--- src/source/core_cfg.svh ---
// Core configuration macros: word width, reset pc, nop encoding, buffer depth and credits
`ifndef CORE_CFG_SVH
`define CORE_CFG_SVH

// Instruction and address width
`define CFG_WORD_WIDTH 32

// First fetch address after reset
`define CFG_RESET_PC 32'h0000_0100

// ADDI x0, x0, 0
`define CFG_NOP_INSTR 32'h0000_0013

// Response buffer entries in fetch_regs
// Also the number of fetch credits the pc stage starts with
`define CFG_FETCH_BUF_DEPTH 4

// Back-end queue slots seen by decode
`define CFG_UOP_CREDITS 4

`endif

--- src/source/isa_pkg.sv ---
// ISA package: opcode and funct field enums, micro-op opcode and ALU enums, micro-op struct
`include "core_cfg.svh"

package isa_pkg;

  // Major opcodes of the RV32I base formats
  typedef enum logic [6:0] {
    OPC_LOAD   = 7'b0000011,
    OPC_OP_IMM = 7'b0010011,
    OPC_AUIPC  = 7'b0010111,
    OPC_STORE  = 7'b0100011,
    OPC_OP     = 7'b0110011,
    OPC_LUI    = 7'b0110111,
    OPC_BRANCH = 7'b1100011,
    OPC_JALR   = 7'b1100111,
    OPC_JAL    = 7'b1101111
  } opcode_e;

  // funct7 for register-register ALU ops
  typedef enum logic [6:0] {
    F7_BASE = 7'b0000000,
    F7_ALT  = 7'b0100000
  } funct7_e;

  // funct3 of the supported ALU ops, shared by OP and OP-IMM
  typedef enum logic [2:0] {
    F3_ADD = 3'b000,
    F3_SLT = 3'b010,
    F3_XOR = 3'b100,
    F3_OR  = 3'b110,
    F3_AND = 3'b111
  } alu_f3_e;

  // Load and store access size
  typedef enum logic [2:0] {
    F3_B = 3'b000,
    F3_H = 3'b001,
    F3_W = 3'b010
  } mem_f3_e;

  // Branch conditions
  typedef enum logic [2:0] {
    F3_BEQ = 3'b000,
    F3_BNE = 3'b001
  } br_f3_e;

  // Micro-op classes handed to the back end
  typedef enum logic [2:0] {
    OP_NOP, OP_ALU, OP_ALUI, OP_LOAD, OP_STORE, OP_BRANCH, OP_JUMP, OP_ILLEGAL
  } uop_op_e;

  // ALU function, FN_ADD also for non-ALU classes
  typedef enum logic [2:0] {
    FN_ADD, FN_SUB, FN_AND, FN_OR, FN_XOR, FN_SLT
  } alu_fn_e;

  // Decoded micro-op
  typedef struct packed {
    logic                       valid;
    uop_op_e                    op;
    alu_fn_e                    fn;
    logic [4:0]                 rd;
    logic [4:0]                 rs1;
    logic [4:0]                 rs2;
    logic [`CFG_WORD_WIDTH-1:0] imm;
    logic [`CFG_WORD_WIDTH-1:0] pc;
  } uop_t;

endpackage

--- src/source/pipe_pkg.sv ---
// Pipeline package: instruction memory request and response, fetch packet and redirect structs
`include "core_cfg.svh"

package pipe_pkg;

  // Fetch request toward instruction memory
  typedef struct packed {
    logic                       valid;
    logic [`CFG_WORD_WIDTH-1:0] addr;
    // Epoch at issue time, echoed back by memory
    logic                       epoch;
  } imem_req_t;

  // In-order memory answer
  // addr comes back with the data and becomes the packet pc
  typedef struct packed {
    logic                       valid;
    logic [`CFG_WORD_WIDTH-1:0] data;
    logic [`CFG_WORD_WIDTH-1:0] addr;
    logic                       epoch;
  } imem_rsp_t;

  // Fetch register to decode, one entry
  typedef struct packed {
    logic                       valid;
    logic [`CFG_WORD_WIDTH-1:0] instr;
    logic [`CFG_WORD_WIDTH-1:0] pc;
  } fetch_pkt_t;

  // Taken branch from the back end
  typedef struct packed {
    logic                       valid;
    logic [`CFG_WORD_WIDTH-1:0] target;
  } redirect_t;

endpackage

--- src/source/decode_stage.sv ---
// Decode stage: RV32I subset decoder, immediate build, micro-op register and back-end credits
`timescale 1ns/1ns
`include "core_cfg.svh"

module decode_stage (
  input  logic                 d_cache_access,
  input  logic                 arst_n,
  input  pipe_pkg::fetch_pkt_t fetch_pkt,
  input  logic                 uop_credit,
  output logic                 dec_ready,
  output isa_pkg::uop_t        uop
);
  import isa_pkg::*;

  localparam int unsigned W     = `CFG_WORD_WIDTH;
  localparam int unsigned CNT_W = $clog2(`CFG_UOP_CREDITS + 1);
  localparam logic [CNT_W-1:0] CREDITS_MAX = CNT_W'(`CFG_UOP_CREDITS);

  logic [W-1:0]     instr;
  opcode_e          opcode;
  logic [2:0]       funct3;
  logic [6:0]       funct7;
  logic [W-1:0]     imm_i;
  logic [W-1:0]     imm_s;
  logic [W-1:0]     imm_b;
  logic [W-1:0]     imm_j;
  alu_fn_e          alu_fn;
  logic             alu_f3_ok;
  uop_t             dec_uop;
  uop_t             hold_q;
  logic [CNT_W-1:0] credit_q;
  logic             send;
  logic             accept;

  assign instr  = fetch_pkt.instr;
  assign opcode = opcode_e'(instr[6:0]);
  assign funct3 = instr[14:12];
  assign funct7 = instr[31:25];

  // Sign-extended immediates per format
  assign imm_i = {{20{instr[31]}}, instr[31:20]};
  assign imm_s = {{20{instr[31]}}, instr[31:25], instr[11:7]};
  assign imm_b = {{19{instr[31]}}, instr[31], instr[7], instr[30:25], instr[11:8], 1'b0};
  assign imm_j = {{11{instr[31]}}, instr[31], instr[19:12], instr[20], instr[30:21], 1'b0};

  // funct3 to ALU function, shared by OP and OP-IMM
  always_comb
  begin
    alu_f3_ok = 1'b1;
    case (funct3)
      F3_ADD:  alu_fn = FN_ADD;
      F3_SLT:  alu_fn = FN_SLT;
      F3_XOR:  alu_fn = FN_XOR;
      F3_OR:   alu_fn = FN_OR;
      F3_AND:  alu_fn = FN_AND;
      // Shifts and unsigned compare are not supported
      default:
      begin
        alu_fn    = FN_ADD;
        alu_f3_ok = 1'b0;
      end
    endcase
  end

  always_comb
  begin
    dec_uop       = '0;
    dec_uop.valid = 1'b1;
    dec_uop.pc    = fetch_pkt.pc;
    dec_uop.op    = OP_ILLEGAL;
    dec_uop.fn    = FN_ADD;
    // Class first
    if (instr == `CFG_NOP_INSTR)
      dec_uop.op = OP_NOP;
    else
    begin
      case (opcode)
        OPC_OP:
        begin
          if (funct7 == F7_BASE && alu_f3_ok)
          begin
            dec_uop.op = OP_ALU;
            dec_uop.fn = alu_fn;
          end
          else if (funct7 == F7_ALT && funct3 == F3_ADD)
          begin
            dec_uop.op = OP_ALU;
            dec_uop.fn = FN_SUB;
          end
        end
        OPC_OP_IMM:
        begin
          if (alu_f3_ok)
          begin
            dec_uop.op = OP_ALUI;
            dec_uop.fn = alu_fn;
          end
        end
        OPC_LOAD:   if (funct3 == F3_W) dec_uop.op = OP_LOAD;
        OPC_STORE:  if (funct3 == F3_W) dec_uop.op = OP_STORE;
        OPC_BRANCH: if (funct3 == F3_BEQ || funct3 == F3_BNE) dec_uop.op = OP_BRANCH;
        OPC_JAL:    dec_uop.op = OP_JUMP;
        default:    dec_uop.op = OP_ILLEGAL;
      endcase
    end
    // Then operand fields the class actually uses
    case (dec_uop.op)
      OP_ALU:
      begin
        dec_uop.rd  = instr[11:7];
        dec_uop.rs1 = instr[19:15];
        dec_uop.rs2 = instr[24:20];
      end
      OP_ALUI, OP_LOAD:
      begin
        dec_uop.rd  = instr[11:7];
        dec_uop.rs1 = instr[19:15];
        dec_uop.imm = imm_i;
      end
      OP_STORE:
      begin
        dec_uop.rs1 = instr[19:15];
        dec_uop.rs2 = instr[24:20];
        dec_uop.imm = imm_s;
      end
      OP_BRANCH:
      begin
        dec_uop.rs1 = instr[19:15];
        dec_uop.rs2 = instr[24:20];
        dec_uop.imm = imm_b;
      end
      OP_JUMP:
      begin
        dec_uop.rd  = instr[11:7];
        dec_uop.imm = imm_j;
      end
      default:
      begin
        dec_uop.rd = '0;
      end
    endcase
  end

  // Held uop leaves only with a back-end slot
  assign send      = hold_q.valid && (credit_q != '0);
  assign dec_ready = !hold_q.valid || send;
  assign accept    = fetch_pkt.valid && dec_ready;

  always_ff @(posedge d_cache_access or negedge arst_n)
  begin
    if (!arst_n)
      hold_q <= '0;
    else if (accept)
      hold_q <= dec_uop;
    else if (send)
      hold_q.valid <= 1'b0;
  end

  always_ff @(posedge d_cache_access or negedge arst_n)
  begin
    if (!arst_n)
      credit_q <= CREDITS_MAX;
    else if (send && !uop_credit)
      credit_q <= credit_q - 1'b1;
    else if (!send && uop_credit)
      credit_q <= credit_q + 1'b1;
  end

  // Valid for the send cycle only
  always_comb
  begin
    uop       = hold_q;
    uop.valid = send;
  end

  // Back end returns no more slots than it was given
  assert property (@(posedge d_cache_access) disable iff (!arst_n)
    credit_q <= CREDITS_MAX);

endmodule

--- src/source/fetch_pc_stage.sv ---
// PC stage: fetch address generation, epoch bit, redirect and fetch credit counter
`timescale 1ns/1ns
`include "core_cfg.svh"

module fetch_pc_stage (
  input  logic                d_cache_access,
  input  logic                arst_n,
  input  pipe_pkg::redirect_t redirect,
  input  logic                fetch_credit,
  output pipe_pkg::imem_req_t imem_req,
  output logic                epoch
);
  import pipe_pkg::*;

  localparam int unsigned CNT_W = $clog2(`CFG_FETCH_BUF_DEPTH + 1);
  localparam logic [CNT_W-1:0] CREDITS_MAX = CNT_W'(`CFG_FETCH_BUF_DEPTH);
  localparam logic [`CFG_WORD_WIDTH-1:0] PC_STEP = 'd4;

  logic [`CFG_WORD_WIDTH-1:0] pc_q;
  logic [`CFG_WORD_WIDTH-1:0] base_pc;
  logic                       epoch_q;
  logic                       next_epoch;
  logic [CNT_W-1:0]           credit_q;
  logic                       issue;
  imem_req_t                  req_q;

  // Redirect replaces the sequential pc and starts a new epoch
  always_comb
  begin
    if (redirect.valid)
    begin
      base_pc    = redirect.target;
      next_epoch = ~epoch_q;
    end
    else
    begin
      base_pc    = pc_q;
      next_epoch = epoch_q;
    end
  end

  // Issue only while a buffer slot is reserved for the answer
  assign issue = (credit_q != '0);

  always_ff @(posedge d_cache_access or negedge arst_n)
  begin
    if (!arst_n)
    begin
      pc_q    <= `CFG_RESET_PC;
      epoch_q <= 1'b0;
      req_q   <= '0;
    end
    else
    begin
      epoch_q     <= next_epoch;
      req_q.valid <= issue;
      req_q.addr  <= base_pc;
      req_q.epoch <= next_epoch;
      // Without a credit the pc waits, target included
      if (issue)
        pc_q <= base_pc + PC_STEP;
      else
        pc_q <= base_pc;
    end
  end

  // One spent per request, one back per buffer pop
  always_ff @(posedge d_cache_access or negedge arst_n)
  begin
    if (!arst_n)
      credit_q <= CREDITS_MAX;
    else if (issue && !fetch_credit)
      credit_q <= credit_q - 1'b1;
    else if (!issue && fetch_credit)
      credit_q <= credit_q + 1'b1;
  end

  assign imem_req = req_q;
  assign epoch    = epoch_q;

  // fetch_regs never returns more credits than requests went out
  assert property (@(posedge d_cache_access) disable iff (!arst_n)
    fetch_credit |-> credit_q != CREDITS_MAX);

endmodule

--- src/source/fetch_regs.sv ---
// Fetch register stage: response buffer, output register, stale-to-NOP conversion and lock
`timescale 1ns/1ns
`include "core_cfg.svh"

module fetch_regs (
  input  logic                 d_cache_access,
  input  logic                 arst_n,
  input  pipe_pkg::imem_rsp_t  imem_rsp,
  input  logic                 epoch,
  input  logic                 lock_set,
  input  logic                 lock_clear,
  input  logic                 dec_ready,
  output pipe_pkg::fetch_pkt_t fetch_pkt,
  output logic                 fetch_credit
);
  import pipe_pkg::*;

  localparam int unsigned DEPTH = `CFG_FETCH_BUF_DEPTH;
  localparam int unsigned PTR_W = $clog2(DEPTH);
  localparam int unsigned CNT_W = $clog2(DEPTH + 1);
  localparam logic [PTR_W-1:0] PTR_LAST = PTR_W'(DEPTH - 1);

  // Response buffer storage
  logic [`CFG_WORD_WIDTH-1:0] buf_data [DEPTH];
  logic [`CFG_WORD_WIDTH-1:0] buf_addr [DEPTH];
  logic                       buf_epoch [DEPTH];

  logic [PTR_W-1:0] wr_ptr_q;
  logic [PTR_W-1:0] rd_ptr_q;
  logic [CNT_W-1:0] count_q;
  logic             lock_q;
  fetch_pkt_t       out_q;
  logic             push;
  logic             pop;
  logic             fire;
  logic             head_stale;

  assign push = imem_rsp.valid;
  // Decode takes the current packet
  assign fire = fetch_pkt.valid && dec_ready;
  // Head moves to the output register when it is free or being freed
  assign pop  = !lock_q && (count_q != '0) && (!out_q.valid || fire);
  // Head fetched before the last redirect
  assign head_stale = (buf_epoch[rd_ptr_q] != epoch);

  always_ff @(posedge d_cache_access)
  begin
    if (push)
    begin
      buf_data[wr_ptr_q]  <= imem_rsp.data;
      buf_addr[wr_ptr_q]  <= imem_rsp.addr;
      buf_epoch[wr_ptr_q] <= imem_rsp.epoch;
    end
  end

  always_ff @(posedge d_cache_access or negedge arst_n)
  begin
    if (!arst_n)
    begin
      wr_ptr_q <= '0;
      rd_ptr_q <= '0;
      count_q  <= '0;
    end
    else
    begin
      if (push)
        wr_ptr_q <= (wr_ptr_q == PTR_LAST) ? '0 : wr_ptr_q + 1'b1;
      if (pop)
        rd_ptr_q <= (rd_ptr_q == PTR_LAST) ? '0 : rd_ptr_q + 1'b1;
      case ({push, pop})
        2'b10:   count_q <= count_q + 1'b1;
        2'b01:   count_q <= count_q - 1'b1;
        default: count_q <= count_q;
      endcase
    end
  end

  // Lock from the data-cache side, clear has priority
  always_ff @(posedge d_cache_access or negedge arst_n)
  begin
    if (!arst_n)
      lock_q <= 1'b0;
    else if (lock_clear)
      lock_q <= 1'b0;
    else if (lock_set)
      lock_q <= 1'b1;
  end

  // Output register, wrong-path entries keep their pc but become bubbles
  always_ff @(posedge d_cache_access or negedge arst_n)
  begin
    if (!arst_n)
      out_q <= '0;
    else if (pop)
    begin
      out_q.valid <= 1'b1;
      out_q.instr <= head_stale ? `CFG_NOP_INSTR : buf_data[rd_ptr_q];
      out_q.pc    <= buf_addr[rd_ptr_q];
    end
    else if (fire)
      out_q.valid <= 1'b0;
  end

  // Held packet is hidden while locked
  always_comb
  begin
    fetch_pkt       = out_q;
    fetch_pkt.valid = out_q.valid && !lock_q;
  end

  // Each pop frees a slot for the pc stage
  assign fetch_credit = pop;

  // Credit loop with the pc stage keeps the buffer from overflowing
  assert property (@(posedge d_cache_access) disable iff (!arst_n)
    imem_rsp.valid |-> count_q < CNT_W'(DEPTH));

  // Locked output register neither loads nor drains
  assert property (@(posedge d_cache_access) disable iff (!arst_n)
    lock_q |=> $stable(out_q));

endmodule

--- src/source/frontend_top.sv ---
// Front end top: pc stage, fetch register stage and decode stage
`timescale 1ns/1ns

module frontend_top (
  input  logic                d_cache_access,
  input  logic                arst_n,
  // Instruction memory port
  output pipe_pkg::imem_req_t imem_req,
  input  pipe_pkg::imem_rsp_t imem_rsp,
  // Taken branch target
  input  pipe_pkg::redirect_t redirect,
  // Data-cache lock pulses
  input  logic                lock_set,
  input  logic                lock_clear,
  // Back-end side
  output isa_pkg::uop_t       uop,
  input  logic                uop_credit
);
  import pipe_pkg::*;

  fetch_pkt_t fetch_pkt;
  logic       epoch;
  logic       fetch_credit;
  logic       dec_ready;

  // Address generation, spends fetch credits
  fetch_pc_stage u_fetch_pc_stage (
    .d_cache_access (d_cache_access),
    .arst_n         (arst_n),
    .redirect       (redirect),
    .fetch_credit   (fetch_credit),
    .imem_req       (imem_req),
    .epoch          (epoch)
  );

  // Buffers answers, returns fetch credits
  fetch_regs u_fetch_regs (
    .d_cache_access (d_cache_access),
    .arst_n         (arst_n),
    .imem_rsp       (imem_rsp),
    .epoch          (epoch),
    .lock_set       (lock_set),
    .lock_clear     (lock_clear),
    .dec_ready      (dec_ready),
    .fetch_pkt      (fetch_pkt),
    .fetch_credit   (fetch_credit)
  );

  // Valid/ready from fetch_regs, credits toward the back end
  decode_stage u_decode_stage (
    .d_cache_access (d_cache_access),
    .arst_n         (arst_n),
    .fetch_pkt      (fetch_pkt),
    .uop_credit     (uop_credit),
    .dec_ready      (dec_ready),
    .uop            (uop)
  );

endmodule

--- config.mk ---
export PLATFORM = sky130hd
export DESIGN_NAME = frontend_top
export DESIGN_NICKNAME = d
export VERILOG_FILES = /design/src/source/isa_pkg.sv /design/src/source/pipe_pkg.sv /design/src/source/decode_stage.sv /design/src/source/fetch_pc_stage.sv /design/src/source/fetch_regs.sv /design/src/source/frontend_top.sv
export VERILOG_INCLUDE_DIRS = /design/src /design/src/source
export SDC_FILE = /design/constraint.sdc
export NUM_CORES = 1
export LEC_CHECK = 0
export BUFFER_PORTS_ARGS = -buffer_cell sky130_fd_sc_hd__buf_2
export CAP_MARGIN = 0
export CORE_MARGIN = 5
export CORE_UTILIZATION = 50
export CTS_BUF_LIST = sky130_fd_sc_hd__clkbuf_8
export CTS_CLUSTER_SIZE = 8
export DETAILED_ROUTE_END_ITERATION = 16
export PLACE_DENSITY = 0.73
export SLEW_MARGIN = 15
export SYNTH_ARGS = -nofsm -noshare
export SYNTH_HDL_FRONTEND = slang
export SYNTH_SLANG_ARGS = --single-unit
--- constraint.sdc ---
create_clock -name d_cache_access -period 3.1 [get_ports d_cache_access]
set_input_delay 0.465 -clock d_cache_access [delete_from_list [all_inputs] [get_ports d_cache_access]]
set_output_delay 0.465 -clock d_cache_access [all_outputs]
set_load 0.005 [all_outputs]
==> flow_metrics.env, run 1 <==
export IMPL_share_comb_of_total_power_pct=29.5
export IMPL_power_density_nw_per_um2=935
export IMPL_cts_sinks=478
export IMPL_rsz0062_at_grt="false"
export IMPL_drt_antenna_violating_nets=0
export IMPL_p_leak_nw=9.27
export IMPL_io_pins=224
export IMPL_syn_to_final_growth_pct=14.0
export IMPL_ys_seq_elements=478
export IMPL_syn_area_per_cell_um2=14.4
export IMPL_start_util_pct=50.8
export IMPL_internal_power_mw=13.7
export IMPL_clkPwrFrac_pct=25.5
export IMPL_syn_num_nets=1448
export IMPL_clk_latency_ns=0.60
export IMPL_dpl_cell_area_um2=20300
export IMPL_drt_wl_total_mm=39.7
export IMPL_grt_pass1_vias=11143
export IMPL_holdWs_ns=0.0714
export IMPL_dp_hpwl_mm=25.2
export IMPL_path_class="flip-flop to flip-flop"
export IMPL_cts_root_buf="clkbuf_8"
export IMPL_cts_made_buffers=80
export IMPL_relSlewSlack_pct=34.4
export IMPL_irDropWorstVdd_uv=682
export IMPL_ys_warn_count=0
export IMPL_grt_max_degree=91
export IMPL_htreeDepth=3
export IMPL_fin_area_um2=21900
export IMPL_drv_cap=0
export IMPL_setup_violations=0
export IMPL_synthCells=1332
export IMPL_status="finished, final reports clean"
export IMPL_p_seq_share_pct=45.1
export IMPL_cts_tree="done"
export IMPL_max_freq_mhz=380
export IMPL_yosysTopAreaCell="edfxtp_1"
export IMPL_path_clk_slew_ns=0.06
export IMPL_drv_slew=0
export IMPL_synth_edf_count=260
export IMPL_core_um2=37800
export IMPL_synth_most_common_cell="nand2_1"
export IMPL_dr_pass1_iters=5
export IMPL_remaining_drc_errors=0
export IMPL_drt_iter0_drc=688
export IMPL_nets=1626
export IMPL_fin_crit_sh_pct=84.8
export IMPL_synth_area_um2=19200
export IMPL_synthTopCellsByCount="nand2_1, edfxtp_1, dfrtp_1"
export IMPL_cts_setup_buffers=0
export IMPL_power_mw=20.4
export IMPL_hp_class="input port to flip-flop"
export IMPL_dieArea_um2=42400
export IMPL_die_w_um=206
export IMPL_finalHoldViolations=0
export IMPL_antenna_found_initial=11
export IMPL_grt_pass1_wl_mm=62.6
export IMPL_overflow=0
export IMPL_synth_area_leaders="edfxtp_1, dfrtp_1, mux4_2"
export IMPL_antenna_cells=0
export IMPL_fin_skew_ns=0.0180
export IMPL_vias=10765
export IMPL_rows=71
export IMPL_cp_end_kind="flip-flop"
export IMPL_worstPathMaxFanout=9
export IMPL_finalCriticalPeriod_ns=2.63
export IMPL_p_switching_mw=6.72
export IMPL_fin_util_pct=57.9
export IMPL_start_kind="flip-flop"
export IMPL_ys_seq_area_share_pct=69.2
export IMPL_critPathRequiredTime_ns=3.63
export IMPL_synthDistinctLibCells=63
export IMPL_fp_dieH_um=206
export IMPL_cp_arrival_ns=3.15
export IMPL_wl_per_cell_um=19.0
export IMPL_track_usage_pct=19.0
export IMPL_ys_async_sr_fraction_pct=45.6
export IMPL_switching_share_pct=32.8
export IMPL_place_congestion=0.837
export IMPL_worstMarginPinSlew_ns=0.984
export IMPL_tns_ns=0
export IMPL_synth_top_area_share_pct=40.7
export IMPL_drive_gt1_share_pct=28.9
export IMPL_synth_top_flop_cell="edfxtp_1"
export IMPL_clockBufferDepth=3
export IMPL_vias_per_cell=5.17
export IMPL_portBuffers=223
==> worst max-delay path, stage by stage, from the launching register on <==
cell and delay [ns]:
dfrtp_1 0.38, or4_1 0.54, nor3_2 0.19, a21oi_1 0.16, a311oi_4 0.47, and2_1 0.46, o21a_4 0.23, a22o_1 0.13
==> state kept, by name, summed over array words and instances (netlist names) <==
name                       count
u_fetch_regs.wr_ptr_q          2
u_decode_stage.uop            74
u_fetch_regs.lock_q            1
u_fetch_pc_stage.epoch         1
u_fetch_regs.rd_ptr_q          2
u_fetch_regs.out_q             1
u_fetch_regs.buf_data        128
u_fetch_regs.fetch_pkt        64
u_fetch_pc_stage.pc_q         32
u_fetch_regs.count_q           3
u_fetch_regs.buf_addr        128
u_fetch_pc_stage.credit_q      3
u_decode_stage.hold_q          1
u_fetch_pc_stage.imem_req     31
u_decode_stage.credit_q        3
u_fetch_regs.buf_epoch         4
==> cells in the final DEF (no fill, tap or decap), types with 4 or more instances in the layout <==
cell type	instances
buf_12	9
mux2_2	18
buf_2	222
dfrtp_1	213
nand3_1	43
ha_1	9
xor2_1	17
nand2_1	297
mux4_2	65
and2_4	4
edfxtp_1	260
o21ai_0	11
nor3_1	17
nor2_1	37
a22o_1	11
buf_4	11
a221oi_1	4
xnor2_1	25
a21o_1	4
nor2b_1	6
clkinv_1	10
inv_1	64
nor4_1	7
a21oi_1	26
mux2i_1	16
clkbuf_8	97
==> kinds of logic (layout without fill, tap and decap cells) <==
group                      Yosys count  after routing  synth area share [%]
DFF                                478            478                  69.2
buffers and inverters              181            422                  5.52
muxes                               99             99                  9.52
xor gates and xnor gates            43             43                  1.96
and+or+nand+nor                    436            436                  9.69
adders and majority gates           12             12                 0.900
AOI/OAI and AO/OA                   83             83                  3.24
==> per-layer routing <==
metal  GRT usage, %  part of all wire (%)  wire, um
met4           5.75                   1.6       641
met5              0                  0.26       103
met2           29.7                    47     18700
met3           4.88                   7.1      2800
met1           26.7                    44     17500
==> stage by stage <==
step	worst slack (ns)	instances
floorplan	0.469	1332
global placement	0.474	1937
detailed placement	0.472	1937
CTS	0.471	2084
global route	0.272	2084
finish	0.471	2084
==> layout make-up <==
| class | instances | area, um^2 |
|---|---|---|
| fill | 2992 | 15900 |
| sequential | 478 | 13300 |
| multi-input combinational | 673 | 4900 |
| timing repair buffer | 245 | 1410 |
| clock buffer | 97 | 1340 |
| tap | 511 | 639 |
| clock inverter | 48 | 195 |
| inverter | 32 | 120 |
==> repair_timing <==
item,CTS,global route
hold buffers,2,0
gates resized for setup,0,0
endpoints found under the hold margin,87,0
==> power groups by stage <==
stage	logic (mW)	clock network (mW)	registers, mW
floorplan	4.82	0	9.05
global placement	6.01	0	9.25
detailed placement	6.14	0	9.33
CTS	6.17	5.38	9.22
global route	6.74	5.69	9.38
finish	6.03	5.21	9.21
==> worst paths after layout <==
| path | start | cells past startpoint | end | slack [ns] |
|---|---|---|---|---|
| worst min-delay path | imem_rsp[8] | 1 | u_fetch_regs.buf_addr[1][7] | 0.07 |
| min in group asynchronous | arst_n | 2 | u_decode_stage.credit_q[1] | 0.46 |
| worst min register to register | u_fetch_regs.fetch_pkt[2] | 2 | u_decode_stage.uop[2] | 0.46 |
| max in group asynchronous | arst_n | 3 | u_fetch_regs.rd_ptr_q[0] | 1.78 |
| worst max-delay path | u_fetch_regs.fetch_pkt[58] | 7 | u_decode_stage.uop[41] | 0.47 |
| worst max register to register | u_fetch_regs.fetch_pkt[58] | 7 | u_decode_stage.uop[41] | 0.47 |
(Power assumes the default switching activity.)
==> run 2, diff against run 1 <==
Settings changed: PLACE_DENSITY 0.73 to 0.76.
Clock period 3.1 ns to 2.4 ns, I/O delays scaled along.
==> flow_metrics.env, run 2 (same netlist as run 1, synthesis figures left out) <==
export IMPL_status="finished with violations"
export IMPL_violations="negative setup slack"
export IMPL_cts_tree="done"
export IMPL_drt_iter0_drc=834
export IMPL_worstMarginPinSlew_ns=0.874
export IMPL_grt_pass1_vias=12081
export IMPL_irDropWorstVdd_uv=638
export IMPL_syn_to_final_growth_pct=20.0
export IMPL_hp_class="input port to flip-flop"
export IMPL_grt_max_degree=78
export IMPL_dieArea_um2=42400
export IMPL_path_clk_slew_ns=0.06
export IMPL_antenna_found_initial=3
export IMPL_track_usage_pct=19.4
export IMPL_cts_root_buf="clkbuf_8"
export IMPL_path_class="flip-flop to flip-flop"
export IMPL_cpLargestDelayFamily="compound AO/OA/AOI/OAI gates"
export IMPL_power_density_nw_per_um2=1160
export IMPL_finalHoldViolations=0
export IMPL_p_leak_nw=9.82
export IMPL_final_cell_mix="nand2_1, edfxtp_1, buf_2, dfrtp_1, clkbuf_8"
export IMPL_wl_per_cell_um=18.4
export IMPL_drt_wl_total_mm=40.4
export IMPL_clockBufferDepth=3
export IMPL_max_freq_mhz=401
export IMPL_vias_per_cell=5.16
export IMPL_drv_cap=0
export IMPL_cp_end_kind="flip-flop"
export IMPL_rsz0062_at_grt="true"
export IMPL_layout_commonest_cell="nand2_1"
export IMPL_path_cells="or4_4 -> nor3_4 -> a21oi_2 -> a311oi_4 -> buf_6 -> mux2i_2 -> a222oi_1 -> o21ai_1"
export IMPL_cts_made_buffers=76
export IMPL_timing_reg2reg_setup_slack_ns=-0.1
export IMPL_worstPathMaxFanout=5
export IMPL_critPathRequiredTime_ns=2.88
export IMPL_clk_latency_ns=0.60
export IMPL_remaining_drc_errors=0
export IMPL_holdWs_ns=0.0534
export IMPL_crit_buf_inv=1
export IMPL_cp_arrival_ns=2.97
export IMPL_power_mw=26.8
export IMPL_drt_antenna_violating_nets=0
export IMPL_finalCriticalPeriod_ns=2.50
export IMPL_drv_slew=0
export IMPL_overflow=0
export IMPL_htreeDepth=3
export IMPL_place_congestion=0.873
export IMPL_hp_start="redirect[14]"
export IMPL_setup_ws_ns=-0.0951
export IMPL_core_um2=37800
export IMPL_setup_violations=23
export IMPL_io_pins=224
export IMPL_fin_crit_sh_pct=104
export IMPL_hold_path_endpoint="u_fetch_pc_stage.imem_req[15]"
export IMPL_r2r_end="u_decode_stage.uop[43]"
export IMPL_pre_cts_slack_ns=-0.111
export IMPL_rows=71
export IMPL_fin_cells=2194
export IMPL_reg2reg_depth=8
export IMPL_dr_pass1_iters=5
export IMPL_die_w_um=206
export IMPL_vias=11312
export IMPL_start_util_pct=50.8
export IMPL_drive_gt1_share_pct=30.4
export IMPL_nets=1738
export IMPL_fp_dieH_um=206
export IMPL_hold_path_depth=2
export IMPL_crit_reg2reg_launch="u_fetch_regs.fetch_pkt[63]"
export IMPL_relSlewSlack_pct=41.7
export IMPL_start_kind="flip-flop"
export IMPL_slowest_delay_ns=0.56
export IMPL_portBuffers=223
export IMPL_dp_hpwl_mm=26.3
export IMPL_fin_skew_ns=0.0139
export IMPL_grt_pass1_wl_mm=64.6
export IMPL_dp_cells=1976
export IMPL_cts_sinks=478
export IMPL_fin_util_pct=61.0
export IMPL_cp_slowest_cell="or4_4"
export IMPL_final_fill_count=2856
-- run 2: worst max path at each step --
stage,slack (ns),cells past startpoint,start,endpoint
CTS,-0.01,8,u_fetch_regs.fetch_pkt[58],u_decode_stage.uop[38]
global route,-0.21,8,u_fetch_regs.fetch_pkt[63],u_decode_stage.uop[33]
finish,-0.1,8,u_fetch_regs.fetch_pkt[63],u_decode_stage.uop[43]
global placement,-0.03,8,u_fetch_regs.fetch_pkt[58],u_decode_stage.uop[77]
detailed placement,-0.11,8,u_fetch_regs.fetch_pkt[58],u_decode_stage.uop[43]
floorplan,-0.06,13,u_decode_stage.credit_q[0],u_fetch_pc_stage.credit_q[2]
-- run 2: cell type report --
cell class	count	area, um^2	share of cell area, %
diodes	1	2.50	0.0109
clock buffers	89	1220	5.32
clock inverters	49	209	0.908
inverters	32	120	0.522
multi-input cells	673	5010	21.8
flip-flops and latches	478	13300	57.6
well taps	511	639	2.78
repair buffers	361	2540	11.0
-- run 2: power by group --
| part | total [mW] | internal, mW | switching, mW |
|---|---|---|---|
| sequential | 11.9 | 10.8 | 1.06 |
| clock | 6.35 | 3.37 | 2.98 |
| combinational | 8.57 | 3.77 | 4.80 |
-- run 2: timing repair --
action	CTS	global route
resized for setup	7	18
gates cloned	0	0
pin swaps	2	10
hold buffers	75	0
endpoints found under the hold margin	335	0
endpoints found under the setup margin	18	32
setup buffers	0	4
-- run 2: through the flow --
stage          cell area [um^2]  TNS (ns)
2_1_floorplan             19200   -0.0593
3_3_place_gp              20700    -0.174
3_5_place_dp              20700    -0.765
4_1_cts                   22900   -0.0339
5_1_grt                   23000     -3.84
6_report                  23000     -1.02
-- run 2: layer usage --
metal	part of all wire (%)	track usage, %	wire length, um	up-vias
li1	-	-	-	5232
met1	43	26.1	17300	5631
met2	49	32.6	19800	375
met3	6.5	3.77	2620	70
met4	1.8	5.70	740	4
met5	0.052	0	21	-
